--- src/common/cmd_pkg.sv ---
// Host command codes and register map; status and config addresses share the 8-bit space
package cmd_pkg;

  typedef logic [63:0] word_t;
  typedef logic [7:0] header_t;
  typedef logic [7:0] reg_addr_t;

  // Command code in header bits 63:56
  typedef enum logic [7:0] {
    cmd_idle   = 8'h00,
    cmd_move   = 8'h01,
    cmd_status = 8'hf1,
    cmd_config = 8'hf2
  } cmd_e;

  localparam reg_addr_t status_version      = 8'd0;
  localparam reg_addr_t status_channel_info = 8'd1;

  localparam reg_addr_t config_enable = 8'd0;
  localparam reg_addr_t config_clocks = 8'd1;

  localparam logic [7:0] default_clock_divisor = 8'd32;

  localparam logic [7:0] version_patch = 8'd1;
  localparam logic [7:0] version_minor = 8'd2;
  localparam logic [7:0] version_major = 8'd0;
  localparam logic [7:0] version_devel = 8'd0;

  localparam word_t version_word = {32'd0, version_devel, version_major, version_minor,
                                    version_patch};

endpackage

--- src/common/motion_pkg.sv ---
// Motion sizes and types; buffer_size and num_motors must be powers of two
package motion_pkg;

  localparam int num_motors     = 2;
  localparam int buffer_size    = 2;
  localparam int dda_width      = 64;
  localparam int duration_width = 32;

  typedef logic [dda_width-1:0] dda_t;            // Wraps modulo 2^64
  typedef logic [duration_width-1:0] duration_t;  // Move length in DDA ticks
  typedef logic [num_motors-1:0] motor_mask_t;
  typedef logic [$clog2(buffer_size)-1:0] slot_t;
  typedef logic [$clog2(num_motors)-1:0] motor_t;
  typedef logic [7:0] divisor_t;

  // Sequencer states
  typedef enum logic [1:0] {
    seq_idle,
    seq_load,
    seq_run
  } seq_state_e;

endpackage

--- src/rtl/clock_divider.sv ---
// One-cycle tick every divisor clocks; divisor values below 2 are not supported
`timescale 1ns/1ps

module clock_divider (
  input  logic                  CLK,
  input  logic                  resetn,
  input  motion_pkg::divisor_t  divisor,
  output logic                  dda_tick
);

  motion_pkg::divisor_t count;

  always_ff @(posedge CLK) begin
    if (!resetn) begin
      count    <= '0;
      dda_tick <= 1'b0;
    end else if (count <= motion_pkg::divisor_t'(1)) begin
      count    <= divisor;  // New divisor takes effect here
      dda_tick <= 1'b1;
    end else begin
      count    <= count - motion_pkg::divisor_t'(1);
      dda_tick <= 1'b0;
    end
  end

endmodule

--- src/motion/dda_timer.sv ---
// Step level is accumulator bit 63; increment values are expected to stay well below 2^63
`timescale 1ns/1ps

module dda_timer (
  input  logic              CLK,
  input  logic              resetn,
  input  logic              dda_tick,
  input  logic              load,
  input  logic              run,
  input  motion_pkg::dda_t  increment,
  input  motion_pkg::dda_t  incinc,
  output logic              step_level
);

  motion_pkg::dda_t accum;
  motion_pkg::dda_t velocity;

  always_ff @(posedge CLK) begin
    if (!resetn) begin
      accum <= '0;
    end else if (load) begin
      accum <= '0;
    end else if (run && dda_tick) begin
      accum <= accum + velocity;  // Wraps
    end
  end

  // Velocity ramps by incinc per tick
  always_ff @(posedge CLK) begin
    if (load) begin
      velocity <= increment;
    end else if (run && dda_tick) begin
      velocity <= velocity + incinc;
    end
  end

  assign step_level = accum[motion_pkg::dda_width-1];

endmodule

--- src/motion/move_buffer.sv ---
// Ring of buffer_size move slots; a full ring drops buffer_dtr and must not be written
`timescale 1ns/1ps

module move_buffer (
  input  logic                     CLK,
  input  logic                     resetn,
  input  logic                     wr_dir,
  input  logic                     wr_duration,
  input  logic                     wr_inc,
  input  logic                     wr_incinc,
  input  motion_pkg::motor_t       wr_motor,
  input  logic                     commit,
  input  cmd_pkg::word_t           buf_data,
  input  logic                     slot_release,
  output logic                     buffer_dtr,
  output logic                     slot_ready,
  output motion_pkg::duration_t    duration,
  output motion_pkg::motor_mask_t  dir,
  output motion_pkg::dda_t         increment_0,
  output motion_pkg::dda_t         incinc_0,
  output motion_pkg::dda_t         increment_1,
  output motion_pkg::dda_t         incinc_1
);

  motion_pkg::motor_mask_t dir_mem [motion_pkg::buffer_size];
  motion_pkg::duration_t   dur_mem [motion_pkg::buffer_size];
  motion_pkg::dda_t        inc_mem [motion_pkg::buffer_size][motion_pkg::num_motors];
  motion_pkg::dda_t        incinc_mem [motion_pkg::buffer_size][motion_pkg::num_motors];
  logic [motion_pkg::buffer_size-1:0] ready;
  motion_pkg::slot_t wr_idx, rd_idx;

  always_ff @(posedge CLK) begin
    if (!resetn) begin
      ready  <= '0;
      wr_idx <= '0;
      rd_idx <= '0;
      for (int i = 0; i < motion_pkg::buffer_size; i++) dir_mem[i] <= '0;  // dir idles low
    end else begin
      if (wr_dir) dir_mem[wr_idx] <= buf_data[motion_pkg::num_motors-1:0];
      if (commit) begin
        ready[wr_idx] <= 1'b1;
        wr_idx        <= wr_idx + 1'b1;
      end
      if (slot_release) begin
        ready[rd_idx] <= 1'b0;
        rd_idx        <= rd_idx + 1'b1;
      end
    end
  end

  always_ff @(posedge CLK) begin
    if (wr_duration) dur_mem[wr_idx] <= buf_data[motion_pkg::duration_width-1:0];
    if (wr_inc) inc_mem[wr_idx][wr_motor] <= buf_data;
    if (wr_incinc) incinc_mem[wr_idx][wr_motor] <= buf_data;
  end

  assign buffer_dtr  = ~ready[wr_idx];
  assign slot_ready  = ready[rd_idx];
  assign duration    = dur_mem[rd_idx];
  assign dir         = dir_mem[rd_idx];
  assign increment_0 = inc_mem[rd_idx][0];
  assign incinc_0    = incinc_mem[rd_idx][0];
  assign increment_1 = inc_mem[rd_idx][1];
  assign incinc_1    = incinc_mem[rd_idx][1];

  a_commit_free_slot: assert property (@(posedge CLK) disable iff (!resetn)
    commit |-> !ready[wr_idx]);

endmodule

--- src/motion/move_sequencer.sv ---
// Runs one buffered move at a time; a duration of 0 runs as a single tick
`timescale 1ns/1ps

module move_sequencer (
  input  logic                   CLK,
  input  logic                   resetn,
  input  logic                   dda_tick,
  input  logic                   slot_ready,
  input  motion_pkg::duration_t  duration,
  output logic                   load,
  output logic                   run,
  output logic                   move_done,
  output logic                   slot_release
);

  motion_pkg::seq_state_e state;
  motion_pkg::duration_t remaining;  // Ticks left in the move
  logic done_q;

  always_ff @(posedge CLK) begin
    if (!resetn) begin
      state     <= motion_pkg::seq_idle;
      remaining <= '0;
      done_q    <= 1'b0;
    end else begin
      done_q <= 1'b0;
      case (state)
        motion_pkg::seq_idle: begin
          // Old slot still flagged during release
          if (slot_ready && !done_q) state <= motion_pkg::seq_load;
        end
        motion_pkg::seq_load: begin
          remaining <= duration;
          state     <= motion_pkg::seq_run;
        end
        motion_pkg::seq_run: begin
          if (dda_tick) begin
            remaining <= remaining - motion_pkg::duration_t'(1);
            if (remaining <= motion_pkg::duration_t'(1)) begin
              state  <= motion_pkg::seq_idle;
              done_q <= 1'b1;
            end
          end
        end
        default: state <= motion_pkg::seq_idle;
      endcase
    end
  end

  assign load         = (state == motion_pkg::seq_load);
  assign run          = (state == motion_pkg::seq_run);
  assign move_done    = done_q;
  assign slot_release = done_q;

  // Release only right after the last run cycle
  a_release_after_run: assert property (@(posedge CLK) disable iff (!resetn)
    slot_release |-> ($past(run) && !run));

endmodule

--- src/host_link/command_decoder.sv ---
// Host words must stay stable while word_received is high; moves only while buffer_dtr is high
`timescale 1ns/1ps

module command_decoder (
  input  logic                     CLK,
  input  logic                     resetn,
  input  cmd_pkg::word_t           word_data_received,
  input  logic                     word_received,
  input  logic                     slot_full,
  output cmd_pkg::word_t           word_send_data,
  output logic                     wr_dir,
  output logic                     wr_duration,
  output logic                     wr_inc,
  output logic                     wr_incinc,
  output motion_pkg::motor_t       wr_motor,
  output logic                     commit,
  output cmd_pkg::word_t           buf_data,
  output motion_pkg::motor_mask_t  enable,
  output motion_pkg::divisor_t     divisor
);

  logic strobe_q, strobe_qq;
  logic rise;
  cmd_pkg::cmd_e state;         // Header of the message in progress
  logic [3:0] word_cnt;         // Words after the header
  logic [3:0] move_idx;
  cmd_pkg::header_t hdr;
  cmd_pkg::reg_addr_t hdr_addr;
  cmd_pkg::reg_addr_t cfg_addr;
  cmd_pkg::word_t status_value, config_value;

  assign rise     = strobe_q & ~strobe_qq;
  assign hdr      = word_data_received[63:56];
  assign hdr_addr = word_data_received[7:0];
  assign move_idx = word_cnt - 4'd1;

  always_comb begin
    case (hdr_addr)
      cmd_pkg::status_version:      status_value = cmd_pkg::version_word;
      cmd_pkg::status_channel_info: status_value = {32'd0, 8'(motion_pkg::duration_width),
                                                    8'(motion_pkg::dda_width), 8'd0,
                                                    8'(motion_pkg::num_motors)};
      default:                      status_value = '0;
    endcase
    case (hdr_addr)
      cmd_pkg::config_enable: config_value = cmd_pkg::word_t'(enable);
      cmd_pkg::config_clocks: config_value = cmd_pkg::word_t'(divisor);
      default:                config_value = '0;
    endcase
  end

  always_ff @(posedge CLK) begin
    if (!resetn) begin
      strobe_q       <= 1'b0;
      strobe_qq      <= 1'b0;
      state          <= cmd_pkg::cmd_idle;
      word_cnt       <= '0;
      word_send_data <= '0;
      wr_dir         <= 1'b0;
      wr_duration    <= 1'b0;
      wr_inc         <= 1'b0;
      wr_incinc      <= 1'b0;
      commit         <= 1'b0;
      enable         <= '0;
      divisor        <= cmd_pkg::default_clock_divisor;
    end else begin
      strobe_q    <= word_received;
      strobe_qq   <= strobe_q;
      wr_dir      <= 1'b0;  // Strobes last one cycle
      wr_duration <= 1'b0;
      wr_inc      <= 1'b0;
      wr_incinc   <= 1'b0;
      commit      <= 1'b0;
      if (rise) begin
        word_send_data <= '0;
        case (state)
          cmd_pkg::cmd_idle: begin
            word_cnt <= '0;
            case (hdr)
              cmd_pkg::cmd_move: begin
                wr_dir <= 1'b1;
                state  <= cmd_pkg::cmd_move;
              end
              cmd_pkg::cmd_status: begin
                word_send_data <= status_value;
                state          <= cmd_pkg::cmd_status;
              end
              cmd_pkg::cmd_config: begin
                word_send_data <= config_value;  // Old value goes back
                state          <= cmd_pkg::cmd_config;
              end
              default: state <= cmd_pkg::cmd_idle;
            endcase
          end
          cmd_pkg::cmd_move: begin
            word_cnt <= word_cnt + 4'd1;
            if (word_cnt == 4'd0) begin
              wr_duration <= 1'b1;
            end else begin
              wr_inc    <= ~move_idx[0];
              wr_incinc <= move_idx[0];
            end
            // Last incinc word commits the slot
            if (word_cnt == 4'(2 * motion_pkg::num_motors)) begin
              commit <= 1'b1;
              state  <= cmd_pkg::cmd_idle;
            end
          end
          cmd_pkg::cmd_config: begin
            if (cfg_addr == cmd_pkg::config_enable) begin
              enable <= word_data_received[motion_pkg::num_motors-1:0];
            end else if (cfg_addr == cmd_pkg::config_clocks) begin
              divisor <= word_data_received[7:0];
            end
            state <= cmd_pkg::cmd_idle;
          end
          default: state <= cmd_pkg::cmd_idle;  // Status data word is dropped
        endcase
      end
    end
  end

  // Payload registers
  always_ff @(posedge CLK) begin
    if (rise) begin
      buf_data <= word_data_received;
      wr_motor <= motion_pkg::motor_t'(move_idx >> 1);
      if (state == cmd_pkg::cmd_idle) cfg_addr <= hdr_addr;
    end
  end

  // Host honours buffer_dtr before a move header
  a_no_move_when_full: assert property (@(posedge CLK) disable iff (!resetn)
    (rise && state == cmd_pkg::cmd_idle && hdr == cmd_pkg::cmd_move) |-> !slot_full);

endmodule

--- src/rtl/stepper_controller_top.sv ---
// Two-axis step generator; host must wait for buffer_dtr before sending a move
`timescale 1ns/1ps

module stepper_controller_top (
  input  logic                     CLK,
  input  logic                     resetn,
  input  cmd_pkg::word_t           word_data_received,
  input  logic                     word_received,
  output cmd_pkg::word_t           word_send_data,
  output logic                     buffer_dtr,
  output logic                     move_done,
  output motion_pkg::motor_mask_t  step,
  output motion_pkg::motor_mask_t  dir
);

  logic wr_dir, wr_duration, wr_inc, wr_incinc, commit;
  motion_pkg::motor_t wr_motor;
  cmd_pkg::word_t buf_data;
  motion_pkg::motor_mask_t enable;
  motion_pkg::divisor_t divisor;
  logic slot_ready, slot_release, load, run, dda_tick;
  motion_pkg::duration_t duration;
  motion_pkg::dda_t inc_w [motion_pkg::num_motors];
  motion_pkg::dda_t incinc_w [motion_pkg::num_motors];
  motion_pkg::motor_mask_t step_level;

  command_decoder u_decoder (
    .CLK, .resetn, .word_data_received, .word_received,
    .slot_full (~buffer_dtr),
    .word_send_data, .wr_dir, .wr_duration, .wr_inc, .wr_incinc, .wr_motor,
    .commit, .buf_data, .enable, .divisor
  );

  move_buffer u_buffer (
    .CLK, .resetn, .wr_dir, .wr_duration, .wr_inc, .wr_incinc, .wr_motor,
    .commit, .buf_data, .slot_release, .buffer_dtr, .slot_ready, .duration, .dir,
    .increment_0 (inc_w[0]), .incinc_0 (incinc_w[0]),
    .increment_1 (inc_w[1]), .incinc_1 (incinc_w[1])
  );

  move_sequencer u_sequencer (
    .CLK, .resetn, .dda_tick, .slot_ready, .duration, .load, .run, .move_done,
    .slot_release
  );

  clock_divider u_divider (.CLK, .resetn, .divisor, .dda_tick);

  // One DDA timer per motor
  for (genvar m = 0; m < motion_pkg::num_motors; m++) begin : g_timer
    dda_timer u_timer (
      .CLK, .resetn, .dda_tick, .load, .run,
      .increment (inc_w[m]), .incinc (incinc_w[m]), .step_level (step_level[m])
    );
  end

  assign step = step_level & enable;  // Disabled motors stay quiet

endmodule

--- config.mk ---
export PLATFORM = sky130hd
export DESIGN_NAME = stepper_controller_top
export DESIGN_NICKNAME = d
export VERILOG_FILES = /design/src/common/cmd_pkg.sv /design/src/common/motion_pkg.sv /design/src/rtl/clock_divider.sv /design/src/motion/dda_timer.sv /design/src/motion/move_buffer.sv /design/src/motion/move_sequencer.sv /design/src/host_link/command_decoder.sv /design/src/rtl/stepper_controller_top.sv
export SDC_FILE = /design/constraint.sdc
export NUM_CORES = 2
export LEC_CHECK = 0
export ABC_AREA = 0
export BUFFER_PORTS_ARGS = -buffer_cell sky130_fd_sc_hd__buf_2
export CORE_MARGIN = 2
export CORE_UTILIZATION = 65
export DETAILED_ROUTE_END_ITERATION = 8
export PLACE_DENSITY = 0.82
export SLEW_MARGIN = 20
export SYNTH_ARGS = -nofsm -noshare
export SYNTH_HDL_FRONTEND = slang
export SYNTH_HIERARCHICAL = 1
export SYNTH_SLANG_ARGS = --single-unit
--- constraint.sdc ---
create_clock -name CLK -period 9.7 [get_ports CLK]
set_input_delay 0.485 -clock CLK [delete_from_list [all_inputs] [get_ports CLK]]
set_output_delay 0.485 -clock CLK [all_outputs]
set_load 0.1 [all_outputs]
==> impl_metrics.yaml <==
power_and_ir_drop:
  p_seq_share_pct: 53.3
  p_sw_mw: 1.933
  swShare_pct: 22.13
  p_comb_share_pct: 3.0
  internal_power_mw: 6.803
  p_clk_share_pct: 43.7
  power.density_nw_per_um2: 152.1
  ir_worst_vdd_uv: 184.4
  leakagePower_nw: 20.71
detailed_routing:
  vias_per_cell: 6.455
  wl_mm: 132.9
  first_pass_iters: 6
  ant_nets: 0
  num_vias: 37790
  drc: 0
  drt_iter0_markers: 3607
  wl_per_cell_um: 22.71
place:
  gp_congestion: 0.9456
  hpwlAfterDp_mm: 90.58
  io_buffer_count: 83
  placed_cell_area_um2: 53920
setup_path:
  cp.required_ns: 10.06
  crit_fanout: 137
  worstSetupPathType: "register to register"
  cp.arrival_ns: 5.62
  critPathLaunchType: "register"
  end_kind: "register"
  r2r.worst_path.cells: 14
clock_network:
  cts.path.max_buffers: 3
  clk_latency_ns: 0.66
  cts-root-buf: "clkbuf_16"
  numCtsBuffers: 100
  cts.sinks: 992
  cts.reportedPaths.clkPinSlew_ns: 0.07
  cts_tree: "yes"
  htreeDepth: 3
  cts_resized: 0
min_path:
  hp-class: "input pin to register"
  holdPathStages: 2
global_routing:
  antenna_found_initial: 4
  grt_overflow_total: 0
  grt_pass1_wl_mm: 205.9
  grt_pass1_vias: 36670
  grt_max_degree: 174
  track_usage_pct: 31.10
floorplanning:
  die_width_um: 290.1
  floorplan.rows: 104
  pin_count: 137
  core_um2: 80810
  start_util_pct: 65.83
  die-area_um2: 84140
  die_y_um: 290.1
timing:
  tightest_slew_ns: 1.096
  maxSlewHeadroom_pct: 26.93
  finalClockSkew_ns: 0.02491
  drv_slew: 0
  finalSetupViolations: 0
  finalCritPeriodShare_pct: 54.21
  fmax_mhz: 190.2
  finalHoldViolCount: 0
  setup_tns_ns: 0
  post-route-min-period_ns: 5.258
  rsz0062_at_grt: "false"
cells_and_area:
  nNetsFinal: 5037
  final_cell_area_um2: 57420
  seq_area_um2: 27680
  final_common_cell: "edfxtp_1"
  drive_above_1_share_pct: 14.52
  multi_input_area_um2: 23900
  fillers: 5614
  syn_to_final_growth_pct: 7.941
  final_core_util_pct: 71.06
  final_cell_mix: "edfxtp_1 (781), nand2_1 (526), a21oi_1 (389), ha_1 (258), o21ai_0 (255)"
synthesis:
  syn_avg_cell_area_um2: 11.32
  ys_warn_count: 6
  synth_area_um2: 53200
  netlist_instances: 4699
run:
  cap_violations: 0
outcome:
  status: "completed"
critical path, cell delays in order (launching register included):
cell and delay [ns]:
dfxtp_4 0.69, buf_12 0.69, buf_12 0.50, mux2_2 0.40
ha_1 0.36, a21o_1 0.22, a21o_1 0.18, a21oi_1 0.18
o32a_1 0.21, and2_2 0.19, nand3_2 0.11, a221oi_4 0.45
o21ai_1 0.14, xnor2_1 0.26, o21ai_1 0.11
repair_timing:
item,in CTS,in global routing
endpoints found under the hold margin,28,0
setup buffers,0,0
hold buffers,28,0
state kept, by name, indices dropped and copies added (netlist names), 2 cells and up, named ones only:
| name | cells |
|---|---|
| u_decoder/word_send_data | 10 |
| u_decoder/state | 3 |
| g_timer.u_timer/accum | 128 |
| u_divider/count | 8 |
| u_decoder/buf_data | 64 |
| u_buffer/dir_mem | 4 |
| u_decoder/cfg_addr | 8 |
| u_buffer/incinc_mem | 256 |
| u_sequencer/state | 2 |
| u_decoder/word_cnt | 4 |
| g_timer.u_timer/velocity | 128 |
| u_buffer/ready | 2 |
| u_buffer/inc_mem | 256 |
| u_sequencer/remaining | 32 |
| u_buffer/dur_mem | 64 |
| u_decoder/divisor | 8 |
| u_decoder/enable | 2 |
per-stage QoR:
| stage | cells | power [mW] | hold WS, ns | setup slack [ns] |
|---|---|---|---|---|
| detailed placement | 5638 | 4.993 | 0.4444 | 4.648 |
| finish | 5854 | 8.736 | 0.02802 | 4.442 |
| global route | 5853 | 8.955 | 0.02360 | 4.283 |
| CTS | 5853 | 8.759 | 0.0006976 | 4.546 |
| global placement | 5638 | 4.986 | 0.4322 | 4.675 |
| floorplan | 4751 | 4.927 | 0.4297 | 3.912 |
final cells by class:
type                            count  share of cell area (%)
Antenna cell                        1                0.004358
Clock buffer                      130                   4.731
Clock inverter                     57                  0.8673
Inverter                           78                  0.5186
Multi-Input combinational cell   3389                   41.62
Sequential cell                   992                   48.21
Tap cell                         1060                   2.310
Timing Repair Buffer              147                   1.748
power by group through the flow:
stage | Clock [mW] | Combinational [mW] | Sequential, mW
after detailed placement | 0 | 0.249 | 4.74
after CTS | 3.85 | 0.259 | 4.65
after global routing | 4.02 | 0.281 | 4.66
after global placement | 0 | 0.245 | 4.74
final | 3.82 | 0.264 | 4.65
after floorplan | 0 | 0.217 | 4.71
worst paths after layout:
check | slack (ns) | endpoint | start
setup / recovery | 4.44 | g_timer[0].u_timer/velocity[52] | register
hold / removal | 0.03 | u_decoder/strobe_q | word_received
setup reg to reg | 4.44 | g_timer[0].u_timer/velocity[52] | register
hold reg to reg | 0.45 | g_timer[1].u_timer/accum[50] | g_timer[1].u_timer/accum[50]
metal layers:
metal / GRT usage (%) / part of all wire, % / up-vias
met5: 0 / 0.011 / -
met4: 14.11 / 4.8 / 2
met3: 4.772 / 7.3 / 329
met2: 51.28 / 47 / 1661
met1: 40.87 / 41 / 18120
li1: - / - / 17680
No activity file was read; power rests on OpenSTA's default activity.
